--- config.mk ---
export PLATFORM = sky130hd
export DESIGN_NAME = mem_subsystem_top
export DESIGN_NICKNAME = d
export VERILOG_FILES = /design/src/design/lsu_pkg.sv /design/src/design/axil_master.sv /design/src/design/bus_arbiter.sv /design/src/design/dcache_wt.sv /design/src/design/load_store_unit.sv /design/src/design/mem_subsystem_top.sv
export VERILOG_INCLUDE_DIRS = /design/src /design/src/include
export SDC_FILE = /design/constraint.sdc
export NUM_CORES = 1
export LEC_CHECK = 0
export BUFFER_PORTS_ARGS = -buffer_cell sky130_fd_sc_hd__buf_4
export CAP_MARGIN = 20
export CELL_PAD_IN_SITES_DETAIL_PLACEMENT = 0
export CELL_PAD_IN_SITES_GLOBAL_PLACEMENT = 1
export CORE_ASPECT_RATIO = 0.5
export CORE_UTILIZATION = 52
export DETAILED_ROUTE_END_ITERATION = 7
export GPL_ROUTABILITY_DRIVEN = 0
export PLACE_DENSITY = 0.82
export SLEW_MARGIN = 5
export SYNTH_ARGS = -nofsm -noshare
export SYNTH_HDL_FRONTEND = slang
export SYNTH_HIERARCHICAL = 1
export SYNTH_SLANG_ARGS = --single-unit
export TNS_END_PERCENT = 1
--- constraint.sdc ---
create_clock -name i_clock -period 6.1 [get_ports i_clock]
set_input_delay 0.61 -clock i_clock [delete_from_list [all_inputs] [get_ports i_clock]]
set_output_delay 0.61 -clock i_clock [all_outputs]
set_load 0.02 [all_outputs]
--- src/include/lsu_cfg.svh ---
// Memory subsystem configuration
`ifndef LSU_CFG_SVH
`define LSU_CFG_SVH

// ==========================================================================
// Data cache geometry
// ==========================================================================

// Log2 of the number of one-word lines
`define DCACHE_INDEX_BITS 4

// Address bits 31:28 of cacheable space
`define CACHEABLE_REGION 4'h1

// Width of data words on every link
`define DATA_WIDTH 32

// Testbench watchdog budget, in cycles per operation
`define WATCHDOG_CYCLES_PER_OP 64

`endif

--- src/design/lsu_pkg.sv ---
// Memory stage types
`default_nettype none

`include "lsu_cfg.svh"

package lsu_pkg;

	// Request kind from execute
	typedef enum logic [1:0] {
		MEM_PASS,
		MEM_LOAD,
		MEM_STORE,
		MEM_FLUSH
	} mem_op_e;

	// Access width
	typedef enum logic [1:0] {
		WIDTH_BYTE,
		WIDTH_HALF,
		WIDTH_WORD
	} mem_width_e;

	// Load/store unit FSM
	typedef enum logic [2:0] {
		ST_IDLE,
		ST_READ,
		ST_WRITE,
		ST_RMW_READ,
		ST_RMW_WRITE,
		ST_FLUSH
	} lsu_state_e;

	typedef struct packed {
		mem_op_e                 op;
		mem_width_e              width;
		logic                    is_signed;
		logic [31:0]             address;
		logic [`DATA_WIDTH-1:0]  wdata;
		logic [4:0]              rd_index;
	} exec_req_t;

	typedef struct packed {
		logic [4:0]              rd_index;
		logic [`DATA_WIDTH-1:0]  data;
	} mem_result_t;

	// Word-level request, flush only meaningful towards the cache
	typedef struct packed {
		logic                    write;
		logic                    flush;
		logic [31:0]             address;
		logic [`DATA_WIDTH-1:0]  wdata;
	} word_req_t;

	typedef struct packed {
		logic [`DATA_WIDTH-1:0]  rdata;
		logic                    error;
	} word_rsp_t;

endpackage

`default_nettype wire

--- src/design/axil_master.sv ---
// AXI4-Lite bus master
`timescale 1ns/10ps
`default_nettype none

module axil_master import lsu_pkg::*; (
	input  logic        i_clock,
	input  logic        i_arst_n,

	// Word request from the arbiter
	input  logic        i_req_valid,
	input  word_req_t   i_req,
	output logic        o_rsp_valid,
	output word_rsp_t   o_rsp,

	// Write channels
	output logic        o_awvalid,
	input  logic        i_awready,
	output logic [31:0] o_awaddr,
	output logic        o_wvalid,
	input  logic        i_wready,
	output logic [31:0] o_wdata,
	output logic [3:0]  o_wstrb,
	input  logic        i_bvalid,
	output logic        o_bready,
	input  logic [1:0]  i_bresp,

	// Read channels
	output logic        o_arvalid,
	input  logic        i_arready,
	output logic [31:0] o_araddr,
	input  logic        i_rvalid,
	output logic        o_rready,
	input  logic [31:0] i_rdata,
	input  logic [1:0]  i_rresp
);

	typedef enum logic [1:0] {
		M_IDLE,
		M_WRITE,
		M_READ
	} master_state_e;

	master_state_e state;
	logic new_req;

	assign new_req = i_req_valid && !o_rsp_valid && (state == M_IDLE);

	// Whole words only
	assign o_wstrb = 4'hF;
	assign o_bready = 1'b1;
	assign o_rready = 1'b1;

	always_ff @(posedge i_clock or negedge i_arst_n) begin
		if (!i_arst_n) begin
			state <= M_IDLE;
			o_awvalid <= 1'b0;
			o_wvalid <= 1'b0;
			o_arvalid <= 1'b0;
			o_rsp_valid <= 1'b0;
		end else begin
			o_rsp_valid <= 1'b0;
			case (state)
				M_IDLE: begin
					if (new_req && i_req.write) begin
						o_awvalid <= 1'b1;
						o_wvalid <= 1'b1;
						state <= M_WRITE;
					end else if (new_req) begin
						o_arvalid <= 1'b1;
						state <= M_READ;
					end
				end
				M_WRITE: begin
					// AW and W complete independently
					if (o_awvalid && i_awready)
						o_awvalid <= 1'b0;
					if (o_wvalid && i_wready)
						o_wvalid <= 1'b0;
					if (i_bvalid) begin
						o_rsp_valid <= 1'b1;
						state <= M_IDLE;
					end
				end
				default: begin
					if (o_arvalid && i_arready)
						o_arvalid <= 1'b0;
					if (i_rvalid) begin
						o_rsp_valid <= 1'b1;
						state <= M_IDLE;
					end
				end
			endcase
		end
	end

	always_ff @(posedge i_clock) begin
		if (new_req) begin
			o_awaddr <= i_req.address;
			o_araddr <= i_req.address;
			o_wdata <= i_req.wdata;
		end
		if (state == M_WRITE && i_bvalid) begin
			o_rsp.rdata <= '0;
			o_rsp.error <= |i_bresp;
		end
		if (state == M_READ && i_rvalid) begin
			o_rsp.rdata <= i_rdata;
			o_rsp.error <= |i_rresp;
		end
	end

endmodule

`default_nettype wire

--- src/design/bus_arbiter.sv ---
// Data and fetch bus arbiter
`timescale 1ns/10ps
`default_nettype none

module bus_arbiter import lsu_pkg::*; (
	input  logic        i_clock,
	input  logic        i_arst_n,

	// Data cache
	input  logic        i_data_req_valid,
	input  word_req_t   i_data_req,
	output logic        o_data_rsp_valid,
	output word_rsp_t   o_data_rsp,

	// Instruction fetch
	input  logic        i_fetch_req_valid,
	input  logic [31:0] i_fetch_address,
	output logic        o_fetch_rsp_valid,
	output logic [31:0] o_fetch_rdata,

	// Shared bus
	output logic        o_bus_req_valid,
	output word_req_t   o_bus_req,
	input  logic        i_bus_rsp_valid,
	input  word_rsp_t   i_bus_rsp
);

	typedef enum logic [1:0] {
		ARB_IDLE,
		ARB_DATA,
		ARB_FETCH
	} arb_state_e;

	arb_state_e state;
	logic last_fetch;
	logic data_wants;
	logic fetch_wants;
	logic pick_fetch;
	word_req_t fetch_req;

	// Requester still holding valid in its response cycle is not a new request
	assign data_wants = i_data_req_valid && !o_data_rsp_valid;
	assign fetch_wants = i_fetch_req_valid && !o_fetch_rsp_valid;
	assign pick_fetch = fetch_wants && (!data_wants || !last_fetch);

	assign fetch_req.write = 1'b0;
	assign fetch_req.flush = 1'b0;
	assign fetch_req.address = {i_fetch_address[31:2], 2'b00};
	assign fetch_req.wdata = '0;

	always_ff @(posedge i_clock or negedge i_arst_n) begin
		if (!i_arst_n) begin
			state <= ARB_IDLE;
			last_fetch <= 1'b0;
			o_bus_req_valid <= 1'b0;
			o_data_rsp_valid <= 1'b0;
			o_fetch_rsp_valid <= 1'b0;
		end else begin
			o_data_rsp_valid <= 1'b0;
			o_fetch_rsp_valid <= 1'b0;
			if (state == ARB_IDLE) begin
				if (data_wants || fetch_wants) begin
					o_bus_req_valid <= 1'b1;
					last_fetch <= pick_fetch;
					state <= pick_fetch ? ARB_FETCH : ARB_DATA;
				end
			end else if (i_bus_rsp_valid) begin
				o_bus_req_valid <= 1'b0;
				o_data_rsp_valid <= (state == ARB_DATA);
				o_fetch_rsp_valid <= (state == ARB_FETCH);
				state <= ARB_IDLE;
			end
		end
	end

	always_ff @(posedge i_clock) begin
		if (state == ARB_IDLE)
			o_bus_req <= pick_fetch ? fetch_req : i_data_req;
		if (i_bus_rsp_valid) begin
			o_data_rsp <= i_bus_rsp;
			o_fetch_rdata <= i_bus_rsp.rdata;
		end
	end

endmodule

`default_nettype wire

--- src/design/dcache_wt.sv ---
// Write-through data cache
`timescale 1ns/10ps
`default_nettype none

`include "lsu_cfg.svh"

module dcache_wt import lsu_pkg::*; #(
	parameter int INDEX_BITS = `DCACHE_INDEX_BITS
) (
	input  logic        i_clock,
	input  logic        i_arst_n,

	// Load/store unit side
	input  logic        i_req_valid,
	input  word_req_t   i_req,
	output logic        o_rsp_valid,
	output word_rsp_t   o_rsp,

	// Bus side
	output logic        o_bus_req_valid,
	output word_req_t   o_bus_req,
	input  logic        i_bus_rsp_valid,
	input  word_rsp_t   i_bus_rsp,

	output logic [31:0] o_hit_count,
	output logic [31:0] o_miss_count
);

	localparam int LINES = 1 << INDEX_BITS;
	localparam int TAG_BITS = 30 - INDEX_BITS;

	typedef enum logic {
		CACHE_IDLE,
		CACHE_BUS
	} cache_state_e;

	cache_state_e state;
	logic [LINES-1:0] valid_bits;
	logic [TAG_BITS-1:0] tags [LINES];
	logic [`DATA_WIDTH-1:0] line_data [LINES];

	logic [INDEX_BITS-1:0] index;
	logic [TAG_BITS-1:0] tag;
	logic cacheable;
	logic hit;
	logic new_req;

	// Request is held stable until the response, so lookup uses it directly
	assign index = i_req.address[INDEX_BITS+1:2];
	assign tag = i_req.address[31:INDEX_BITS+2];
	assign cacheable = (i_req.address[31:28] == `CACHEABLE_REGION);
	assign hit = cacheable && valid_bits[index] && (tags[index] == tag);
	assign new_req = i_req_valid && !o_rsp_valid && (state == CACHE_IDLE);

	always_ff @(posedge i_clock or negedge i_arst_n) begin
		if (!i_arst_n) begin
			state <= CACHE_IDLE;
			o_rsp_valid <= 1'b0;
			o_bus_req_valid <= 1'b0;
			valid_bits <= '0;
			o_hit_count <= '0;
			o_miss_count <= '0;
		end else begin
			o_rsp_valid <= 1'b0;
			case (state)
				CACHE_IDLE: begin
					if (new_req) begin
						if (i_req.flush) begin
							valid_bits <= '0;
							o_rsp_valid <= 1'b1;
						end else if (!i_req.write && hit) begin
							o_rsp_valid <= 1'b1;
							o_hit_count <= o_hit_count + 32'd1;
						end else begin
							o_bus_req_valid <= 1'b1;
							state <= CACHE_BUS;
							if (!i_req.write && cacheable)
								o_miss_count <= o_miss_count + 32'd1;
						end
					end
				end
				default: begin
					if (i_bus_rsp_valid) begin
						o_bus_req_valid <= 1'b0;
						o_rsp_valid <= 1'b1;
						state <= CACHE_IDLE;
						if (cacheable && !i_req.write && !i_bus_rsp.error)
							valid_bits[index] <= 1'b1;
					end
				end
			endcase
		end
	end

	// Lines, tags and response payload
	always_ff @(posedge i_clock) begin
		if (new_req) begin
			o_rsp.rdata <= line_data[index];
			o_rsp.error <= 1'b0;
			o_bus_req.write <= i_req.write;
			o_bus_req.flush <= 1'b0;
			o_bus_req.address <= i_req.address;
			o_bus_req.wdata <= i_req.wdata;
		end
		if (state == CACHE_BUS && i_bus_rsp_valid) begin
			o_rsp <= i_bus_rsp;
			if (cacheable && !i_bus_rsp.error) begin
				if (!i_req.write) begin
					tags[index] <= tag;
					line_data[index] <= i_bus_rsp.rdata;
				end else if (hit) begin
					line_data[index] <= i_req.wdata;
				end
			end
		end
	end

endmodule

`default_nettype wire

--- src/design/load_store_unit.sv ---
// Load/store unit
`timescale 1ns/10ps
`default_nettype none

module load_store_unit import lsu_pkg::*; (
	input  logic        i_clock,
	input  logic        i_arst_n,

	// Execute side
	input  logic        i_req_valid,
	input  exec_req_t   i_req,
	output logic        o_req_ready,

	// Writeback side
	output logic        o_result_valid,
	output mem_result_t o_result,

	// Cache side
	output logic        o_cache_req_valid,
	output word_req_t   o_cache_req,
	input  logic        i_cache_rsp_valid,
	input  word_rsp_t   i_cache_rsp
);

	lsu_state_e  state;
	exec_req_t   req_q;
	logic        req_take;
	logic [1:0]  byte_sel;
	logic [7:0]  rd_byte;
	logic [15:0] rd_half;
	logic [31:0] load_value;
	logic [31:0] merged_word;

	assign o_req_ready = (state == ST_IDLE);
	assign req_take = i_req_valid && o_req_ready;

	// ==========================================================================
	// Lane selection
	// ==========================================================================

	assign byte_sel = req_q.address[1:0];
	assign rd_byte = i_cache_rsp.rdata[8*byte_sel +: 8];
	assign rd_half = i_cache_rsp.rdata[16*byte_sel[1] +: 16];

	always_comb begin
		case (req_q.width)
			WIDTH_BYTE: load_value = {{24{req_q.is_signed & rd_byte[7]}}, rd_byte};
			WIDTH_HALF: load_value = {{16{req_q.is_signed & rd_half[15]}}, rd_half};
			default:    load_value = i_cache_rsp.rdata;
		endcase
	end

	// New lanes over the word just read
	always_comb begin
		merged_word = i_cache_rsp.rdata;
		if (req_q.width == WIDTH_BYTE)
			merged_word[8*byte_sel +: 8] = req_q.wdata[7:0];
		else
			merged_word[16*byte_sel[1] +: 16] = req_q.wdata[15:0];
	end

	// ==========================================================================
	// Control
	// ==========================================================================

	always_ff @(posedge i_clock or negedge i_arst_n) begin
		if (!i_arst_n) begin
			state <= ST_IDLE;
			o_cache_req_valid <= 1'b0;
			o_result_valid <= 1'b0;
		end else begin
			o_result_valid <= 1'b0;
			case (state)
				ST_IDLE: begin
					if (i_req_valid) begin
						case (i_req.op)
							MEM_PASS:  o_result_valid <= 1'b1;
							MEM_LOAD:  state <= ST_READ;
							MEM_FLUSH: state <= ST_FLUSH;
							default:   state <= (i_req.width == WIDTH_WORD) ? ST_WRITE : ST_RMW_READ;
						endcase
						o_cache_req_valid <= (i_req.op != MEM_PASS);
					end
				end
				ST_READ, ST_WRITE, ST_FLUSH: begin
					if (i_cache_rsp_valid) begin
						o_cache_req_valid <= 1'b0;
						o_result_valid <= 1'b1;
						state <= ST_IDLE;
					end
				end
				ST_RMW_READ: begin
					if (i_cache_rsp_valid) begin
						o_cache_req_valid <= 1'b0;
						state <= ST_RMW_WRITE;
					end
				end
				ST_RMW_WRITE: begin
					// Request goes out again one cycle after the read response
					if (i_cache_rsp_valid) begin
						o_cache_req_valid <= 1'b0;
						o_result_valid <= 1'b1;
						state <= ST_IDLE;
					end else begin
						o_cache_req_valid <= 1'b1;
					end
				end
				default: state <= ST_IDLE;
			endcase
		end
	end

	// ==========================================================================
	// Request and result payload
	// ==========================================================================

	always_ff @(posedge i_clock) begin
		if (req_take) begin
			req_q <= i_req;
			o_cache_req.write <= (i_req.op == MEM_STORE) && (i_req.width == WIDTH_WORD);
			o_cache_req.flush <= (i_req.op == MEM_FLUSH);
			o_cache_req.address <= {i_req.address[31:2], 2'b00};
			o_cache_req.wdata <= i_req.wdata;
			o_result.rd_index <= i_req.rd_index;
			o_result.data <= (i_req.op == MEM_PASS) ? i_req.wdata : '0;
		end
		if (i_cache_rsp_valid && state == ST_READ)
			o_result.data <= load_value;
		if (i_cache_rsp_valid && state == ST_RMW_READ) begin
			o_cache_req.write <= 1'b1;
			o_cache_req.wdata <= merged_word;
		end
	end

endmodule

`default_nettype wire

--- src/design/mem_subsystem_top.sv ---
// Memory subsystem top level
`timescale 1ns/10ps
`default_nettype none

module mem_subsystem_top import lsu_pkg::*; (
	input  logic        i_clock,
	input  logic        i_arst_n,

	// Execute and writeback
	input  logic        i_req_valid,
	input  exec_req_t   i_req,
	output logic        o_req_ready,
	output logic        o_result_valid,
	output mem_result_t o_result,

	// Instruction fetch
	input  logic        i_fetch_valid,
	input  logic [31:0] i_fetch_address,
	output logic        o_fetch_rvalid,
	output logic [31:0] o_fetch_rdata,

	// Cache statistics
	output logic [31:0] o_hit_count,
	output logic [31:0] o_miss_count,

	// AXI4-Lite master
	output logic        o_awvalid,
	input  logic        i_awready,
	output logic [31:0] o_awaddr,
	output logic        o_wvalid,
	input  logic        i_wready,
	output logic [31:0] o_wdata,
	output logic [3:0]  o_wstrb,
	input  logic        i_bvalid,
	output logic        o_bready,
	input  logic [1:0]  i_bresp,
	output logic        o_arvalid,
	input  logic        i_arready,
	output logic [31:0] o_araddr,
	input  logic        i_rvalid,
	output logic        o_rready,
	input  logic [31:0] i_rdata,
	input  logic [1:0]  i_rresp
);

	logic      cache_req_valid;
	word_req_t cache_req;
	logic      cache_rsp_valid;
	word_rsp_t cache_rsp;
	logic      dbus_req_valid;
	word_req_t dbus_req;
	logic      dbus_rsp_valid;
	word_rsp_t dbus_rsp;
	logic      bus_req_valid;
	word_req_t bus_req;
	logic      bus_rsp_valid;
	word_rsp_t bus_rsp;

	load_store_unit lsu_i (
		.i_clock          (i_clock),
		.i_arst_n         (i_arst_n),
		.i_req_valid      (i_req_valid),
		.i_req            (i_req),
		.o_req_ready      (o_req_ready),
		.o_result_valid   (o_result_valid),
		.o_result         (o_result),
		.o_cache_req_valid(cache_req_valid),
		.o_cache_req      (cache_req),
		.i_cache_rsp_valid(cache_rsp_valid),
		.i_cache_rsp      (cache_rsp)
	);

	dcache_wt dcache_i (
		.i_clock        (i_clock),
		.i_arst_n       (i_arst_n),
		.i_req_valid    (cache_req_valid),
		.i_req          (cache_req),
		.o_rsp_valid    (cache_rsp_valid),
		.o_rsp          (cache_rsp),
		.o_bus_req_valid(dbus_req_valid),
		.o_bus_req      (dbus_req),
		.i_bus_rsp_valid(dbus_rsp_valid),
		.i_bus_rsp      (dbus_rsp),
		.o_hit_count    (o_hit_count),
		.o_miss_count   (o_miss_count)
	);

	bus_arbiter arbiter_i (
		.i_clock          (i_clock),
		.i_arst_n         (i_arst_n),
		.i_data_req_valid (dbus_req_valid),
		.i_data_req       (dbus_req),
		.o_data_rsp_valid (dbus_rsp_valid),
		.o_data_rsp       (dbus_rsp),
		.i_fetch_req_valid(i_fetch_valid),
		.i_fetch_address  (i_fetch_address),
		.o_fetch_rsp_valid(o_fetch_rvalid),
		.o_fetch_rdata    (o_fetch_rdata),
		.o_bus_req_valid  (bus_req_valid),
		.o_bus_req        (bus_req),
		.i_bus_rsp_valid  (bus_rsp_valid),
		.i_bus_rsp        (bus_rsp)
	);

	axil_master axil_i (
		.i_clock    (i_clock),
		.i_arst_n   (i_arst_n),
		.i_req_valid(bus_req_valid),
		.i_req      (bus_req),
		.o_rsp_valid(bus_rsp_valid),
		.o_rsp      (bus_rsp),
		.o_awvalid  (o_awvalid),
		.i_awready  (i_awready),
		.o_awaddr   (o_awaddr),
		.o_wvalid   (o_wvalid),
		.i_wready   (i_wready),
		.o_wdata    (o_wdata),
		.o_wstrb    (o_wstrb),
		.i_bvalid   (i_bvalid),
		.o_bready   (o_bready),
		.i_bresp    (i_bresp),
		.o_arvalid  (o_arvalid),
		.i_arready  (i_arready),
		.o_araddr   (o_araddr),
		.i_rvalid   (i_rvalid),
		.o_rready   (o_rready),
		.i_rdata    (i_rdata),
		.i_rresp    (i_rresp)
	);

endmodule

`default_nettype wire

==> results of run 1 <==
what timing repair did:
item / in CTS / in global routing
hold buffers: 10 / 0
endpoints found under the hold margin: 34 / 0
resized for setup: 0 / 0
sequential cells by signal (all words and copies together) (netlist names), 33 cells and up:
name	flops
dcache_i/tags	416
dcache_i/o_bus_req	65
lsu_i/o_cache_req	64
dcache_i/line_data	512
lsu_i/o_result	37
arbiter_i/o_bus_req	65
axil_i/o_rsp	33
path summary, 6_finish.rpt:
path	from	endpoint	slack (ns)	cells past startpoint
worst min register to register	axil_i/o_rsp[2]	arbiter_i/o_fetch_rdata[1]	0.41	0
min in group asynchronous	i_arst_n	dcache_i/o_hit_count[30]	0.32	2
worst max register to register	lsu_i/o_cache_req[35]	dcache_i/o_hit_count[9]	1.24	9
worst min-delay path	i_req[2]	lsu_i/o_result[34]	0.04	1
max in group asynchronous	i_arst_n	axil_i/o_rsp_valid	4.40	3
worst max-delay path	lsu_i/o_cache_req[35]	dcache_i/o_hit_count[9]	1.24	9
layer usage:
metal	track usage, %	part of all wire (%)	up-vias
li1	-	-	13000
met1	34.9	40	16200
met5	0	0.016	-
met3	4.00	7.5	213
met2	41.2	50	1335
met4	6.61	2.3	4
power by group:
part           switching [mW]  internal, mW
registers               0.819          12.6
clock network            3.56          4.09
logic                    3.27          1.99
total                    7.65          18.7
worst max-delay path: cells and delay by family, from the launching register on:
family / cells / cell delay, ns
compound gates: 3 / 0.85
flops: 1 / 0.63
xor+xnor: 2 / 0.36
simple gates: 4 / 2.90
cell type report:
| type | count | share of cell area [%] |
|---|---|---|
| flip-flops and latches | 1442 | 64.6 |
| multi-input cells | 1343 | 20.6 |
| repair buffers | 486 | 5.97 |
| clock buffers | 139 | 4.64 |
| well taps | 1496 | 2.82 |
| clock inverters | 82 | 1.19 |
| inverters | 37 | 0.223 |
| diodes | 5 | 0.0189 |
==> flow_metrics.env, run 1 <==
export IMPL_hold_slack_ns=0.0378
export IMPL_syn_area_sq_um=57700
export IMPL_worst_pin_slew_ns=1.14
export IMPL_cts_setup_buffers=0
export IMPL_syn_area_per_cell_sq_um=19.0
export IMPL_die_w_microns=473
export IMPL_antenna_found_initial=5
export IMPL_place_ws_ns=1.31
export IMPL_grt_pass1_wl_microns=204000
export IMPL_placed_area_sq_um=62300
export IMPL_io_pins=392
export IMPL_fin_cells=5030
export IMPL_nets=3586
export IMPL_dr_first_iter_drc_count=3705
export IMPL_rsz0062_at_grt="no"
export IMPL_hold_violations=0
export IMPL_multi_input_area_sq_um=13600
export IMPL_final_area_sq_um=66300
export IMPL_layout_common_cells="edfxtp_1 (1341), buf_4 (454), mux4_2 (231)"
export IMPL_worstPathMaxFanout=24
export IMPL_wl_per_cell_microns=28.1
export IMPL_ir_drop_v=0.000260
export IMPL_port_buffers=383
export IMPL_grt_overflow_total=0
export IMPL_cp_data_required_time_ns=6.76
export IMPL_cts_sinks=1442
export IMPL_vias=30700
export IMPL_relSlewSlack_pct=24.0
export IMPL_cts_path_max_buffers=3
export IMPL_syn_inst=3042
export IMPL_synth_warnings=6
export IMPL_drive_gt1_share_pct=30.2
export IMPL_cts_tree="yes"
export IMPL_vias_per_cell=6.10
export IMPL_grt_max_degree=115
export IMPL_start_util_pct=52.5
export IMPL_num_fill_cells=7810
export IMPL_cts_buffers_inserted=118
export IMPL_clock_latency_ns=0.75
export IMPL_core_sq_um=110000
export IMPL_areaGrowthSynthToFinish_pct=14.7
export IMPL_finalSetupViolCount=0
export IMPL_wirelength_microns=141000
export IMPL_fin_crit_ns=4.86
export IMPL_outcome="finished clean"
export IMPL_regArea_sq_um=42800
export IMPL_grt_usage_pct=25.0
export IMPL_crit_arrival_ns=5.52
export IMPL_worst_slack_ns=1.24
export IMPL_drv_cap=0
export IMPL_finalCritPeriodShare_pct=79.7
export IMPL_totalPowerFinal_mw=26.3
export IMPL_remaining_drc_errors=0
export IMPL_grt_pass1_vias=30300
export IMPL_crit_path_top_delay_cell="or4_1"
export IMPL_powerDensity_nw_per_um2=397
export IMPL_rows=86
export IMPL_worstSetupEndpointType="flop"
export IMPL_cts_clk_slew_worst_paths_ns=0.07
export IMPL_maxClockFrequency_mhz=206
export IMPL_skew_ns=0.0333
export IMPL_htreeDepth=3
export IMPL_fp_dieH_microns=238
export IMPL_cts_root_buf="clkbuf_16"
export IMPL_antenna_left=0
export IMPL_min_path_type="input pin to flop"
export IMPL_slew_viol_final=0
export IMPL_path_cells="and2_1 -> a22o_1 -> a221oi_1 -> xor2_1 -> nor4_1 -> o2111ai_1 -> or4_1 -> nor4_1 -> xor2_1"
export IMPL_place_inst=4793
export IMPL_tns_ns=0
export IMPL_dieArea_sq_um=112000
export IMPL_dpl_hpwl_microns=85500
export IMPL_drtPass1Iterations=8
export IMPL_p_leak_nw=23.2
export IMPL_critPathLaunchType="flop"
export IMPL_final_core_util_pct=60.2
export IMPL_worst_setup_path_type="flop to flop"
export IMPL_max_stage_delay_ns=1.11
export IMPL_final_common_cell="edfxtp_1"
Power figures use the tool's default switching activity.
==> inputs of run 2 (changes only) <==
Settings changed: ABC_AREA set to 1, CORE_UTILIZATION 52 to 49, PLACE_DENSITY 0.82 to 0.83.
Clock period 6.1 ns to 5 ns, I/O delays scaled along.
==> flow_metrics.env, run 2 <==
export IMPL_cts_resized=0
export IMPL_r2r_end="dcache_i/line_data[13][20]"
export IMPL_p_sw_mw=10.6
export IMPL_areaGrowthSynthToFinish_pct=16.4
export IMPL_fp_dieH_microns=249
export IMPL_remaining_drc_errors=0
export IMPL_path_buf_inv=5
export IMPL_io_pins=392
export IMPL_hold_path_endpoint="axil_i/o_rsp[15]"
export IMPL_powerDensity_nw_per_um2=482
export IMPL_antenna_left=0
export IMPL_antenna_found_initial=2
export IMPL_cp_data_required_time_ns=5.50
export IMPL_crit_start="lsu_i/o_cache_req[34]"
export IMPL_vias_per_cell=5.62
export IMPL_maxClockFrequency_mhz=223
export IMPL_ir_drop_v=0.000380
export IMPL_path_common_cell="nand2_1"
export IMPL_p_leak_nw=27.2
export IMPL_finalCritPeriodShare_pct=89.6
export IMPL_rrSetupSlack_ns=0.52
export IMPL_clock_latency_ns=0.77
export IMPL_grt_pass1_vias=39300
export IMPL_cts_clk_slew_worst_paths_ns=0.07
export IMPL_outcome="finished clean"
export IMPL_r2r_start="lsu_i/o_cache_req[34]"
export IMPL_max_stage_delay_ns=0.56
export IMPL_hp_start="i_rdata[14]"
export IMPL_syn_area_per_cell_sq_um=11.5
export IMPL_port_buffers=383
export IMPL_cts_tree="yes"
export IMPL_wirelength_microns=167000
export IMPL_largest_register_ffs=512
export IMPL_worst_setup_path_type="flop to flop"
export IMPL_hold_depth=3
export IMPL_hold_buffers=108
export IMPL_dpl_hpwl_microns=100000
export IMPL_dr_first_iter_drc_count=4471
export IMPL_p_int_mw=22.9
export IMPL_grt_overflow_total=0
export IMPL_syn_inst=5181
export IMPL_reg_largest_list="dcache_i/line_data x512, dcache_i/tags x416"
export IMPL_crit_arrival_ns=4.98
export IMPL_slew_viol_final=0
export IMPL_layout_common_cells="nand2_1 (1982), edfxtp_1 (1341), buf_4 (472)"
export IMPL_p_clk_share_pct=29.0
export IMPL_cts_buffers_inserted=130
export IMPL_final_core_util_pct=57.6
export IMPL_fin_crit_ns=4.48
export IMPL_die_w_microns=496
export IMPL_syn_area_sq_um=59800
export IMPL_path_delay_family="simple AND/OR/NAND/NOR gates"
export IMPL_grt_usage_pct=26.9
export IMPL_path_cells="buf_4 -> nor2_4 -> buf_4 -> nand2_1 -> nand2_1 -> o21ai_0 -> nand2_1 -> o21ai_0 -> nand2_1 -> inv_1 -> nor2_1 -> nand3_1 -> nor2_4 -> nand2_2 -> inv_2 -> buf_4 -> nand2_1 -> nand2_1"
export IMPL_relSlewSlack_pct=29.1
export IMPL_cts_setup_buffers=0
export IMPL_vias=41200
export IMPL_worstSetupEndpointType="flop"
export IMPL_seq_power_share_pct=49.2
export IMPL_worst_pin_slew_ns=1.06
export IMPL_crit_path_top_delay_cell="edfxtp_1"
export IMPL_regMostFlops="dcache_i/line_data"
export IMPL_synth_warnings=6
export IMPL_power_frac_comb_pct=21.8
export IMPL_critPathLaunchType="flop"
export IMPL_core_sq_um=121000
export IMPL_min_path_type="input pin to flop"
export IMPL_tns_ns=0
export IMPL_cts_path_max_buffers=3
export IMPL_grt_pass1_wl_microns=247000
export IMPL_finalSetupViolCount=0
export IMPL_nets=5777
export IMPL_start_util_pct=49.5
export IMPL_final_common_cell="nand2_1"
export IMPL_rows=90
export IMPL_cts_sinks=1442
export IMPL_wl_per_cell_microns=22.8
export IMPL_drv_cap=0
export IMPL_hold_violations=0
export IMPL_netSwitchingFraction_pct=31.7
export IMPL_drtPass1Iterations=6
export IMPL_drive_gt1_share_pct=13.4
export IMPL_htreeDepth=4
export IMPL_grt_max_degree=110
export IMPL_cts_root_buf="clkbuf_16"
export IMPL_dieArea_sq_um=124000
export IMPL_rsz0062_at_grt="no"
export IMPL_skew_ns=0.0326
export IMPL_r2r_cells=18
export IMPL_worstPathMaxFanout=37
[run 2: cell types whose count changed in the layout (fill, tap and decap cells not counted), moves of 78 or more]
cell           previous run  this run
and2_1                   79         1
nand2_1                  84      1982
dlygate4sd3_1            10       108
a22oi_1                  15       256
o21ai_0                  14       160
mux4_2                  231         0
inv_1                    27       226
mux2i_1                 121         0
nor2_1                   68       267
[run 2: cell type report]
| type | instances | area, sq um |
|---|---|---|
| antenna | 1 | 2.50 |
| clock buffer | 167 | 3500 |
| clock inverter | 66 | 539 |
| fill | 9626 | 51200 |
| inverter | 244 | 923 |
| multi-input combinational | 3198 | 14800 |
| sequential | 1442 | 42800 |
| tap | 1610 | 2010 |
| timing repair buffer | 603 | 5090 |
[run 2: per-stage QoR]
step           hold slack, ns  worst slack [ns]  instances  area (sq um)  power (mW)
3_3_place_gp            0.401             0.578       6988         64500        23.7
5_1_grt                0.0311             0.232       7331         69600        34.8
3_5_place_dp            0.405             0.588       6988         64500        23.9
6_report               0.0402             0.520       7331         69600        33.5
2_1_floorplan           0.204             0.948       5187         59900        20.9
4_1_cts              0.000584             0.555       7329         69600        33.6
[run 2: tightest hold or removal path: stages]
cell and delay, ns:
buf_4 0.08, inv_1 0.03, nor2_1 0.09
[run 2: worst max path at each step]
stage                                 end  cells past startpoint
5_1_grt         dcache_i/line_data[15][7]                     18
3_3_place_gp    dcache_i/line_data[5][16]                     18
2_1_floorplan   dcache_i/line_data[10][0]                     19
6_report       dcache_i/line_data[13][20]                     18
4_1_cts         dcache_i/line_data[7][16]                     18
3_5_place_dp    dcache_i/line_data[0][16]                     18
[run 2: power by group through the flow]
| stage | clock network [mW] | logic [mW] | registers (mW) |
|---|---|---|---|
| 2_1_floorplan | 0 | 4.13 | 16.8 |
| 3_3_place_gp | 0 | 7.03 | 16.7 |
| 3_5_place_dp | 0 | 7.16 | 16.8 |
| 4_1_cts | 9.83 | 7.26 | 16.5 |
| 5_1_grt | 10.3 | 7.89 | 16.6 |
| 6_report | 9.72 | 7.31 | 16.5 |
[run 2: metal layers]
metal	up-vias	wire length, microns	GRT usage [%]
li1	18700	-	-
met1	20300	67800	37.1
met2	1913	80600	43.3
met3	322	12500	3.72
met4	0	6480	11.1
met5	-	0	0
